$ cat src/design/axi_lite_pkg.sv
package axi_lite_pkg;

    // Response codes on rresp and bresp.
    localparam logic [1:0] RESP_OKAY   = 2'b00;
    localparam logic [1:0] RESP_DECERR = 2'b11;

    // Slave controller states. One transaction in flight at a time.
    typedef enum logic [1:0] {
        IDLE,        // Both address channels open.
        READ_RESP,   // Waiting on read-back, then on rready.
        WRITE_DATA,  // Address taken, waiting for W beat.
        WRITE_RESP   // Register written, then waiting on bready.
    } bus_state_e;

endpackage

$ cat src/design/clint_map_pkg.sv
package clint_map_pkg;

    localparam int NUM_HARTS = 4;
    localparam int HART_W    = 2;

    // Window placement on the system bus.
    localparam logic [31:0] CLINT_BASE     = 32'h0200_0000;
    localparam int          CLINT_WINDOW_W = 16;

    // Offsets inside the window.
    localparam logic [CLINT_WINDOW_W-1:0] MSIP_OFFSET     = 16'h0000; // 4 bytes per hart.
    localparam logic [CLINT_WINDOW_W-1:0] MTIMECMP_OFFSET = 16'h4000; // 8 bytes per hart.
    localparam logic [CLINT_WINDOW_W-1:0] MTIME_OFFSET    = 16'hBFF8;

    // Size of each per-hart array in bytes.
    localparam logic [CLINT_WINDOW_W-1:0] MSIP_SPAN = CLINT_WINDOW_W'(4 * NUM_HARTS);
    localparam logic [CLINT_WINDOW_W-1:0] CMP_SPAN  = CLINT_WINDOW_W'(8 * NUM_HARTS);

    // Decoded register kind of an access.
    typedef enum logic [2:0] {
        REG_NONE,
        REG_MSIP,
        REG_CMP_LO,
        REG_CMP_HI,
        REG_MTIME_LO,
        REG_MTIME_HI
    } clint_reg_e;

endpackage

$ cat src/design/clint_bus_slave.sv
module clint_bus_slave (
    input  logic                              clk,
    input  logic                              rst,

    input  logic [31:0]                       araddr,
    input  logic                              arvalid,
    output logic                              arready,

    output logic [31:0]                       rdata,
    output logic [1:0]                        rresp,
    output logic                              rvalid,
    input  logic                              rready,

    input  logic [31:0]                       awaddr,
    input  logic                              awvalid,
    output logic                              awready,

    input  logic [31:0]                       wdata,
    input  logic [3:0]                        wstrb,
    input  logic                              wvalid,
    output logic                              wready,

    output logic [1:0]                        bresp,
    output logic                              bvalid,
    input  logic                              bready,

    output clint_map_pkg::clint_reg_e         wr_reg,
    output logic [31:0]                       wr_data,
    output logic [3:0]                        wr_strb,
    output logic [clint_map_pkg::NUM_HARTS-1:0] hart_wr_en,
    output logic                              mtime_wr_en,

    output clint_map_pkg::clint_reg_e         rd_reg,
    output logic [clint_map_pkg::HART_W-1:0]  rd_hart,
    input  logic [31:0]                       rd_word
);

    import axi_lite_pkg::*;
    import clint_map_pkg::*;

    bus_state_e                state;
    logic                      rd_stage;
    logic [31:0]               addr_q;
    logic [CLINT_WINDOW_W-1:0] offset;
    logic [CLINT_WINDOW_W-1:0] msip_rel;
    logic [CLINT_WINDOW_W-1:0] cmp_rel;
    logic                      in_window;
    logic                      w_fire;
    clint_reg_e                dec_reg;
    logic [HART_W-1:0]         dec_hart;

    assign in_window = (addr_q[31:CLINT_WINDOW_W] == CLINT_BASE[31:CLINT_WINDOW_W]);
    assign offset    = addr_q[CLINT_WINDOW_W-1:0];
    assign msip_rel  = offset - MSIP_OFFSET;      // Wraps high below the base.
    assign cmp_rel   = offset - MTIMECMP_OFFSET;

    always_comb begin
        dec_reg  = REG_NONE;
        dec_hart = '0;
        if (in_window) begin
            if (msip_rel < MSIP_SPAN) begin
                dec_reg  = REG_MSIP;
                dec_hart = msip_rel[HART_W+1:2];
            end else if (cmp_rel < CMP_SPAN) begin
                dec_reg  = cmp_rel[2] ? REG_CMP_HI : REG_CMP_LO;
                dec_hart = cmp_rel[HART_W+2:3];
            end else if (offset[CLINT_WINDOW_W-1:3] == MTIME_OFFSET[CLINT_WINDOW_W-1:3]) begin
                dec_reg = offset[2] ? REG_MTIME_HI : REG_MTIME_LO;
            end
        end
    end

    // Write strobes live for the W handshake cycle only.
    assign w_fire      = (state == WRITE_DATA) && wvalid && wready;
    assign wr_reg      = dec_reg;
    assign wr_data     = wdata;
    assign wr_strb     = wstrb;
    assign mtime_wr_en = w_fire && (dec_reg == REG_MTIME_LO || dec_reg == REG_MTIME_HI);

    always_comb begin
        hart_wr_en = '0;
        if (w_fire && (dec_reg == REG_MSIP || dec_reg == REG_CMP_LO || dec_reg == REG_CMP_HI))
            hart_wr_en[dec_hart] = 1'b1;
    end

    assign rd_reg  = dec_reg;
    assign rd_hart = dec_hart;

    always_ff @(posedge clk or posedge rst) begin
        if (rst) begin
            state    <= IDLE;
            arready  <= 1'b1;
            awready  <= 1'b1;
            wready   <= 1'b0;
            rvalid   <= 1'b0;
            bvalid   <= 1'b0;
            rd_stage <= 1'b0;
        end else begin
            case (state)
                IDLE: begin
                    if (arvalid && arready) begin // Read wins a tie.
                        arready  <= 1'b0;
                        awready  <= 1'b0;
                        rd_stage <= 1'b0;
                        state    <= READ_RESP;
                    end else if (awvalid && awready) begin
                        arready <= 1'b0;
                        awready <= 1'b0;
                        wready  <= 1'b1;
                        state   <= WRITE_DATA;
                    end
                end
                READ_RESP: begin
                    if (rvalid) begin
                        if (rready) begin
                            rvalid  <= 1'b0;
                            arready <= 1'b1;
                            awready <= 1'b1;
                            state   <= IDLE;
                        end
                    end else if (rd_stage) begin
                        rvalid <= 1'b1;
                    end else begin
                        rd_stage <= 1'b1; // Mux samples this cycle.
                    end
                end
                WRITE_DATA: begin
                    if (wvalid) begin
                        wready <= 1'b0;
                        state  <= WRITE_RESP;
                    end
                end
                WRITE_RESP: begin
                    if (!bvalid) begin
                        bvalid <= 1'b1;
                    end else if (bready) begin
                        bvalid  <= 1'b0;
                        arready <= 1'b1;
                        awready <= 1'b1;
                        state   <= IDLE;
                    end
                end
                default: state <= IDLE;
            endcase
        end
    end

    always_ff @(posedge clk) begin
        if (state == IDLE) begin
            if (arvalid && arready)
                addr_q <= araddr;
            else if (awvalid && awready)
                addr_q <= awaddr;
        end
        if (state == READ_RESP && rd_stage && !rvalid) begin
            rdata <= rd_word;
            rresp <= in_window ? RESP_OKAY : RESP_DECERR;
        end
        if (w_fire)
            bresp <= in_window ? RESP_OKAY : RESP_DECERR;
    end

endmodule

$ cat src/design/clint_mtime.sv
module clint_mtime (
    input  logic        clk,
    input  logic        rst,
    input  logic        wr_en,
    input  logic        wr_reg,   // High when the upper word is written.
    input  logic [31:0] wr_data,
    input  logic [3:0]  wr_strb,
    output logic [63:0] mtime
);

    logic [31:0] mtime_lo;
    logic [31:0] mtime_hi;

    always_ff @(posedge clk or posedge rst) begin
        if (rst) begin
            mtime_lo <= '0;
            mtime_hi <= '0;
        end else if (wr_en) begin
            // Counting pauses for the write cycle.
            for (int b = 0; b < 4; b++) begin
                if (wr_strb[b]) begin
                    if (wr_reg)
                        mtime_hi[8*b +: 8] <= wr_data[8*b +: 8];
                    else
                        mtime_lo[8*b +: 8] <= wr_data[8*b +: 8];
                end
            end
        end else begin
            mtime_lo <= mtime_lo + 32'd1;
            if (mtime_lo == 32'hFFFF_FFFF)
                mtime_hi <= mtime_hi + 32'd1; // Carry out of low word.
        end
    end

    assign mtime = {mtime_hi, mtime_lo};

endmodule

$ cat src/design/clint_hart_ctl.sv
module clint_hart_ctl (
    input  logic                      clk,
    input  logic                      rst,
    input  logic                      wr_en,
    input  clint_map_pkg::clint_reg_e wr_reg,
    input  logic [31:0]               wr_data,
    input  logic [3:0]                wr_strb,
    input  logic [63:0]               mtime,
    output logic                      msip_bit,
    output logic [63:0]               mtimecmp,
    output logic                      msip_irq,
    output logic                      mtip_irq
);

    import clint_map_pkg::*;

    always_ff @(posedge clk or posedge rst) begin
        if (rst) begin
            msip_bit <= 1'b0;
            mtimecmp <= '1;   // Keeps mtip low out of reset.
            msip_irq <= 1'b0;
            mtip_irq <= 1'b0;
        end else begin
            msip_irq <= msip_bit;
            mtip_irq <= (mtime >= mtimecmp);
            if (wr_en) begin
                case (wr_reg)
                    REG_MSIP: begin
                        if (wr_strb[0])
                            msip_bit <= wr_data[0]; // Upper bits are hardwired zero.
                    end
                    REG_CMP_LO: begin
                        for (int b = 0; b < 4; b++) begin
                            if (wr_strb[b])
                                mtimecmp[8*b +: 8] <= wr_data[8*b +: 8];
                        end
                    end
                    REG_CMP_HI: begin
                        for (int b = 0; b < 4; b++) begin
                            if (wr_strb[b])
                                mtimecmp[32 + 8*b +: 8] <= wr_data[8*b +: 8];
                        end
                    end
                    default: ;
                endcase
            end
        end
    end

endmodule

$ cat src/design/clint_rdata_mux.sv
module clint_rdata_mux (
    input  logic                                     clk,
    input  logic                                     rst,
    input  clint_map_pkg::clint_reg_e                rd_reg,
    input  logic [clint_map_pkg::HART_W-1:0]         rd_hart,
    input  logic [clint_map_pkg::NUM_HARTS-1:0]      msip_all,
    input  logic [clint_map_pkg::NUM_HARTS-1:0][63:0] mtimecmp_all,
    input  logic [63:0]                              mtime,
    output logic [31:0]                              rd_word
);

    import clint_map_pkg::*;

    logic [31:0] sel_word;
    logic [63:0] sel_cmp;

    assign sel_cmp = mtimecmp_all[rd_hart];

    always_comb begin
        case (rd_reg)
            REG_MSIP:     sel_word = {31'b0, msip_all[rd_hart]};
            REG_CMP_LO:   sel_word = sel_cmp[31:0];
            REG_CMP_HI:   sel_word = sel_cmp[63:32];
            REG_MTIME_LO: sel_word = mtime[31:0];
            REG_MTIME_HI: sel_word = mtime[63:32];
            default:      sel_word = '0; // Holes and out-of-window.
        endcase
    end

    always_ff @(posedge clk or posedge rst) begin
        if (rst)
            rd_word <= '0;
        else
            rd_word <= sel_word;
    end

endmodule

$ cat src/design/clint_top.sv
module clint_top (
    input  logic                                clk,
    input  logic                                rst,

    input  logic [31:0]                         araddr,
    input  logic                                arvalid,
    output logic                                arready,
    output logic [31:0]                         rdata,
    output logic [1:0]                          rresp,
    output logic                                rvalid,
    input  logic                                rready,

    input  logic [31:0]                         awaddr,
    input  logic                                awvalid,
    output logic                                awready,
    input  logic [31:0]                         wdata,
    input  logic [3:0]                          wstrb,
    input  logic                                wvalid,
    output logic                                wready,
    output logic [1:0]                          bresp,
    output logic                                bvalid,
    input  logic                                bready,

    output logic [clint_map_pkg::NUM_HARTS-1:0] msip_irq,
    output logic [clint_map_pkg::NUM_HARTS-1:0] mtip_irq
);

    import clint_map_pkg::*;

    clint_reg_e                     wr_reg;
    logic [31:0]                    wr_data;
    logic [3:0]                     wr_strb;
    logic [NUM_HARTS-1:0]           hart_wr_en;
    logic                           mtime_wr_en;
    clint_reg_e                     rd_reg;
    logic [HART_W-1:0]              rd_hart;
    logic [31:0]                    rd_word;
    logic [63:0]                    mtime;
    logic [NUM_HARTS-1:0]           msip_all;
    logic [NUM_HARTS-1:0][63:0]     mtimecmp_all;

    clint_bus_slave slave_inst (
        .clk, .rst,
        .araddr, .arvalid, .arready,
        .rdata, .rresp, .rvalid, .rready,
        .awaddr, .awvalid, .awready,
        .wdata, .wstrb, .wvalid, .wready,
        .bresp, .bvalid, .bready,
        .wr_reg, .wr_data, .wr_strb, .hart_wr_en, .mtime_wr_en,
        .rd_reg, .rd_hart, .rd_word
    );

    clint_mtime mtime_inst (
        .clk, .rst,
        .wr_en   (mtime_wr_en),
        .wr_reg  (wr_reg == REG_MTIME_HI),
        .wr_data,
        .wr_strb,
        .mtime
    );

    for (genvar h = 0; h < NUM_HARTS; h++) begin : g_hart
        clint_hart_ctl hart_inst (
            .clk, .rst,
            .wr_en    (hart_wr_en[h]),
            .wr_reg,
            .wr_data,
            .wr_strb,
            .mtime,
            .msip_bit (msip_all[h]),
            .mtimecmp (mtimecmp_all[h]),
            .msip_irq (msip_irq[h]),
            .mtip_irq (mtip_irq[h])
        );
    end

    clint_rdata_mux rdata_mux_inst (
        .clk, .rst,
        .rd_reg, .rd_hart,
        .msip_all, .mtimecmp_all, .mtime,
        .rd_word
    );

endmodule

$ cat config.mk
export PLATFORM = sky130hd
export DESIGN_NAME = clint_top
export DESIGN_NICKNAME = d
export VERILOG_FILES = /design/src/design/axi_lite_pkg.sv /design/src/design/clint_map_pkg.sv /design/src/design/clint_bus_slave.sv /design/src/design/clint_mtime.sv /design/src/design/clint_hart_ctl.sv /design/src/design/clint_rdata_mux.sv /design/src/design/clint_top.sv
export SDC_FILE = /design/constraint.sdc
export NUM_CORES = 1
export LEC_CHECK = 0
export ABC_AREA = 0
export BUFFER_PORTS_ARGS = -buffer_cell sky130_fd_sc_hd__buf_4
export CAP_MARGIN = 15
export CORE_MARGIN = 2
export CORE_UTILIZATION = 45
export CTS_CLUSTER_SIZE = 14
export DETAILED_ROUTE_END_ITERATION = 12
export PLACE_DENSITY = 0.62
export REMOVE_ABC_BUFFERS = 1
export SLEW_MARGIN = 0
export SYNTH_ARGS = -nofsm -noshare
export SYNTH_HDL_FRONTEND = slang
export SYNTH_HIERARCHICAL = 1
export SYNTH_SLANG_ARGS = --single-unit
$ cat constraint.sdc
create_clock -name clk -period 5.55 [get_ports clk]
set_input_delay 0 -clock clk [delete_from_list [all_inputs] [get_ports clk]]
set_output_delay 0 -clock clk [all_outputs]
set_load 0.05 [all_outputs]
Word level (Yosys, flattened, before mapping)
Index checks and enable logic that the tools add are counted.
Storage, ports and cells
  register bits: 439
  input bits: 107
  output and inout port bits: 49
  logic and storage cells: 235
Operators by class
  add/subtract/negate cells: 3
  $lt $le $gt $ge: 8
  equality and inequality tests: 27
  muxes and demuxes: 66
  reduce and logical (&&, ||, !) cells: 68
Operator list (number)
  $ge A64 B64 Y1: 4
  $mux W32: 5
  $pmux W32 S5: 1
  $bmux W64 S2: 1
  $mux W8: 16
  $reduce_and A3 Y1: 41
  $add A32 B1 Y32 const B: 2
  $mux W64: 1
  $eq A32 B32 Y1 const B: 1
  $mux W2: 11
  $ne A2 B2 Y1 const B: 11
  $mux W1: 20
  $eq A16 B10 Y1 const B: 1
  $lt A16 B5 Y1 const B: 1
  $lt A16 B6 Y1 const B: 1
  $sub A16 B15 Y16 const B: 1
  $eq A13 B13 Y1 const B: 1
  $mux W3: 4
  $reduce_and A6 Y1: 2
  $reduce_and A2 Y1: 5
  $logic_and A1 B1 Y1: 9
  $ne A2 B1 Y1 const B: 4
  $pmux W2 S4: 1
  $reduce_bool A2 Y1: 4
  18 further kinds: 24

Depth between registers and ports, before layout
  depth after elaboration: 11
  mapped depth: 12
  gate-level depth less buffers: 10

Cells and area by module
The synthesis kept the hierarchy.
By module, submodules not included
  clint_hart_ctl: instances 4, cells each 388, area an instance 4175.3 sq um
  clint_mtime: instances 1, cells each 532, area an instance 4321.6 sq um
  clint_rdata_mux: instances 1, cells each 226, area an instance 3308.2 sq um
  clint_bus_slave: instances 1, cells each 221, area an instance 3216.8 sq um
  clint_top: instances 1, cells each 1, area an instance 8.8 sq um

Worst setup path before layout
Ideal clock, no wire load.
  kind: register to register
  start point: register slave_inst.awready
  end point: register slave_inst.addr_q[10] (enable)
  library setup time: 0.504 ns
  arrival: 3.934 ns
  data required time: 5.046 ns
  slack: 1.112 ns
  stages on the path, launching flop included: 2
  path buffers: 0
  clock period less this slack: 4.438 ns
  cells stage by stage: dfstp_2 nor4b_1
On the way
  longest elaborated chain between the ends: 3
  elaborated cells on any way between the ends: 4
  those cells by class: reduce/logical: 4
RTL lines
  start, declared: line clint_bus_slave.sv:16  | output logic awready,
  start signal, assigned: line clint_bus_slave.sv:93  | awready <= 1'b1;
  start signal, assigned: line clint_bus_slave.sv:103  | awready <= 1'b0;
  start signal, assigned: line clint_bus_slave.sv:108  | awready <= 1'b0;
  $logic_and A1 B1 Y1 (on tied branches)
  $reduce_bool A2 Y1 (no source line) *
  $reduce_and A2 Y1 (no source line) *
  end signal, assigned: line clint_bus_slave.sv:151  | addr_q <= araddr;
  end signal, assigned: line clint_bus_slave.sv:153  | addr_q <= awaddr;
  end, declared: line clint_bus_slave.sv:43  | logic [31:0] addr_q;
Mark *: on every way between the ends. The rest lies on a longest branch, timed or not.
A chain may end at the register's enable or synchronous reset.

Worst setup path in the final report
  start point: register slave_inst.addr_q[6]
  end point: register g_hart[3].hart_inst.mtimecmp[13]
On the way
  longest elaborated chain between the ends: 11
  elaborated cells on any way between the ends: 24
  those cells by class: add/sub: 1; order compare: 4; eq/ne: 4; mux: 10; reduce/logical: 5
RTL lines
  $sub A16 B15 Y16: line clint_bus_slave.sv:55  | assign cmp_rel = offset - MTIMECMP_OFFSET;
  $lt A16 B6 Y1: line clint_bus_slave.sv:64  | end else if (cmp_rel < CMP_SPAN) begin
  $mux W3: line clint_bus_slave.sv:64
  $mux W3 *: line clint_bus_slave.sv:61  | if (msip_rel < MSIP_SPAN) begin
  $mux W3 *: line clint_bus_slave.sv:60  | if (in_window) begin
  net rd_reg[1]: line clint_top.sv:35  | clint_reg_e rd_reg;
  $eq A3 B1 Y1 / $eq A3 B2 Y1 (equally long branches): line clint_bus_slave.sv:82, clint_hart_ctl.sv:27
  $logic_or A1 B1 Y1 (2 in series): line clint_bus_slave.sv:82  | if (w_fire && (dec_reg == REG_MSIP || dec_reg == REG_CMP_LO || dec_reg == REG_CMP_HI))
  $logic_and A1 B1 Y1: line clint_bus_slave.sv:82
  $mux W4: line clint_bus_slave.sv:82
  $reduce_and A3 Y1 (no source line) *
  end signal, assigned by index: line clint_hart_ctl.sv:35  | mtimecmp[8*b +: 8] <= wr_data[8*b +: 8];
  end signal, assigned by index: line clint_hart_ctl.sv:41  | mtimecmp[32 + 8*b +: 8] <= wr_data[8*b +: 8];
  end, declared: line clint_hart_ctl.sv:10  | output logic [63:0] mtimecmp,
Mark *: on every way through the listed nets, which the timed path passes. The rest lies on a longest branch.

==> metrics.yaml <==
die:
  initial_core_util_pct: 45.57
  die_h_um: 251.5
  dieWidth_um: 251.5
  die-area_um2: 63230
  num_rows: 90
  coreArea_um2: 60470
  io_pins: 156
sta:
  hold_violations: 0
  worst_pin_slew_ns: 1.213
  period_share_pct: 73.58
  setup_slack_ns: 1.466
  setup_violations: 0
  holdWs_ns: 0.07249
  max_freq_mhz: 244.9
  finalMaxSlewViolations: 0
  layout_min_cycle_time_ns: 4.084
  rsz0062_at_grt: "false"
  finClkSkew_ns: 0.01568
  slew_headroom_pct: 18.53
grt:
  grt_max_degree: 67
  grt_pass1_vias: 21290
  grt_pass1_wl_mm: 127.2
  antenna_found_initial: 1
  grt_usage_pct: 26.27
  overflow: 0
clock_tree:
  clk_pin_slew_ns: 0.07
  cts-root-buf: "clkbuf_16"
  clockBufferDepth: 3
  numCtsBuffers: 48
  cts_tree: "done"
  clkLatencyLatePin_ns: 0.60
  htree_levels: 2
  clkSinkCount: 435
finish:
  area_growth_pct: 15.92
  fillCellCount: 5188
  drive_above_1_share_pct: 27.90
  final_util_pct: 52.82
  layout.nets: 3114
  diodes: 0
yosys:
  netlist_area_um2: 27560
  yosysWarnings: 6
  syn_inst: 2532
  yosys_register_bits: 435
  synth_common_cells: "301 x inv_1, 258 x ha_1, 257 x dfstp_2"
  synth_most_common_cell: "inv_1"
  synthTopCellsByArea: "dfstp_2 25%, ha_1 12%, dfrtp_1 10%, edfxtp_1 7.0%, mux2_2 6.0%"
  avgSynthCellArea_um2: 10.88
  ys_seq_area_share_pct: 41.83
  synth_flop_cell: "dfstp_2"
  synthDistinctLibCells: 85
  synth_top_area_share_pct: 24.51
  yosysTopAreaCell: "dfstp_2"
  synth_edf_count: 64
  async_flop_share_pct: 85.29
pwr:
  ir_worst_vdd_uv: 181.1
  p_per_area_nw_per_um2: 210.1
  power_leakage_nw: 12.92
critical_path:
  critPathSlowestCell: "nor3_1"
  worst_setup_path_start_kind: "register"
  crit_type: "register to register"
  cp_top_family: "simple AND/OR/NAND/NOR gates"
  crit_chain: "or4_4, nor4_4, nand2_1, nor2_1, buf_4, nand2_1, nor3_1, nand2_1, mux2_1"
  arrival_ns: 4.60
  critical_path.max_stage_delay_ns: 0.95
  critPathBufInv: 1
  worst_setup_path_end_kind: "register"
  cp_max_fo: 21
  required_ns: 6.07
  critPathMostFrequentCell: "nand2_1"
drt:
  drt_iter0_drc: 1936
  drtAntennaViolNets: 0
  wl_per_cell_um: 23.37
  via_per_inst: 5.960
  routed_wl_mm: 83.44
  first_pass_iters: 6
  vias: 21280
  drc_errors: 0
worst_hold_path:
  hold_path.class: "input pin to register"
run_status:
  status: "finished clean"
placement:
  hpwlAfterDp_mm: 59.41
  gp_congestion: 0.9406
  dp_slack_ns: 1.403
  io_buffers: 151
run:
  maxCapViolCount: 0
[metal layers]
metal	wire, um	share of wire (%)	track usage, %	up-vias
li1	-	-	-	9701
met1	36380	44	36.03	10600
met2	38340	46	42.02	819
met3	5662	6.8	4.240	156
met4	3040	3.6	9.711	2
met5	13	0.016	0	-
[where the power goes]
| part | switching [mW] | internal, mW | total, mW |
|---|---|---|---|
| Combinational | 0.151 | 0.108 | 0.259 |
| Sequential | 0 | 3.24 | 3.24 |
| Clock | 1.36 | 1.86 | 3.21 |
[stage by stage]
| step | setup TNS (ns) | area, um2 | power (mW) | cells |
|---|---|---|---|---|
| 3_5_place_dp | 0 | 29310 | 3.497 | 3375 |
| 4_1_cts | 0 | 31920 | 6.778 | 3569 |
| 5_1_grt | 0 | 31940 | 6.929 | 3571 |
| 3_3_place_gp | 0 | 29300 | 3.493 | 3374 |
| 2_1_floorplan | -948.11 | 26890 | 3.348 | 2414 |
| 6_report | 0 | 31940 | 6.711 | 3571 |
[sequential cells by signal, summed over array words and instances (netlist names)]
register and cells:
slave_inst/rd_stage 1, slave_inst/rvalid 1, mtime_inst/mtime_hi 32, slave_inst/awready 1, rdata_mux_inst/rd_word 32, slave_inst/rresp 1
g_hart.hart_inst/msip_irq 4, slave_inst/addr_q 30, slave_inst/wready 1, slave_inst/state 2, slave_inst/bresp 1, mtime_inst/mtime_lo 32
slave_inst/bvalid 1, g_hart.hart_inst/mtimecmp 256, slave_inst/rdata 32, g_hart.hart_inst/msip_bit 4, g_hart.hart_inst/mtip_irq 4
[area by class of cell]
type,instances,area (um2),area share [%]
Multi-Input combinational cell,1677,14300,44.77
Clock buffer,62,1349,4.222
Clock inverter,28,225.2,0.7051
Inverter,302,1134,3.549
Sequential cell,435,11530,36.09
Timing Repair Buffer,285,2430,7.607
Tap cell,782,978.4,3.063
[what timing repair did]
action | 4_1_cts | 5_1_grt
resized for setup | 0 | 0
hold buffers | 104 | 0
endpoints found under the hold margin | 492 | 0
setup buffers | 0 | 0
[cells in the final DEF, fill, tap and decap left out, types with 12 or more instances in the layout]
master	instances
dfrtp_1	114
nor4_1	12
a21oi_1	134
dlygate4sd3_1	104
clkbuf_16	49
or4_1	14
mux2_2	147
nor2_1	67
a31oi_1	12
nand3_1	81
nand4_1	56
nand2_1	209
ha_1	258
mux2_1	116
edfxtp_1	64
o22ai_1	38
o211ai_1	21
mux4_2	65
buf_4	177
a211oi_1	18
o311ai_0	12
dfstp_2	257
clkinv_2	14
o21ai_1	32
inv_1	295
mux2i_1	67
nor3_1	39
o21ai_0	82
[worst paths after layout]
kind	cells past startpoint	endpoint	slack, ns	start
setup reg to reg	9	g_hart[3].hart_inst/mtimecmp[13]$_DFFE_PP1P_	1.47	slave_inst/addr_q[6]$_DFFE_PP_
hold / removal	5	mtime_inst/mtime_lo[20]$_DFFE_PP0P_	0.07	wstrb[2]
max in group asynchronous	4	g_hart[0].hart_inst/mtip_irq$_DFF_PP0_	4.14	rst
setup / recovery	9	g_hart[3].hart_inst/mtimecmp[13]$_DFFE_PP1P_	1.47	slave_inst/addr_q[6]$_DFFE_PP_
hold reg to reg	0	slave_inst/rdata[1]$_DFFE_PP_	0.41	rdata_mux_inst/rd_word[1]$_DFF_PP0_
min in group asynchronous	3	g_hart[0].hart_inst/msip_bit$_DFFE_PP0P_	0.16	rst
[worst reg2reg max path: stages (launching register included)]
cell	delay (ns)
edfxtp_1	0.38
or4_4	0.55
nor4_4	0.35
nand2_1	0.23
nor2_1	0.15
buf_4	0.23
nand2_1	0.14
nor3_1	0.95
nand2_1	0.58
mux2_1	0.46
[logic make-up after synthesis]
logic type	synth area share, %
XOR/XNOR	0.1272
flip-flops	41.83
multiplexers	18.49
adder cells (fa/ha/maj)	11.71
AO/OA/AOI/OAI	10.31
buffers and inverters	6.525
AND/OR/NAND/NOR	11.00
No activity file was read; power rests on OpenSTA's default activity.
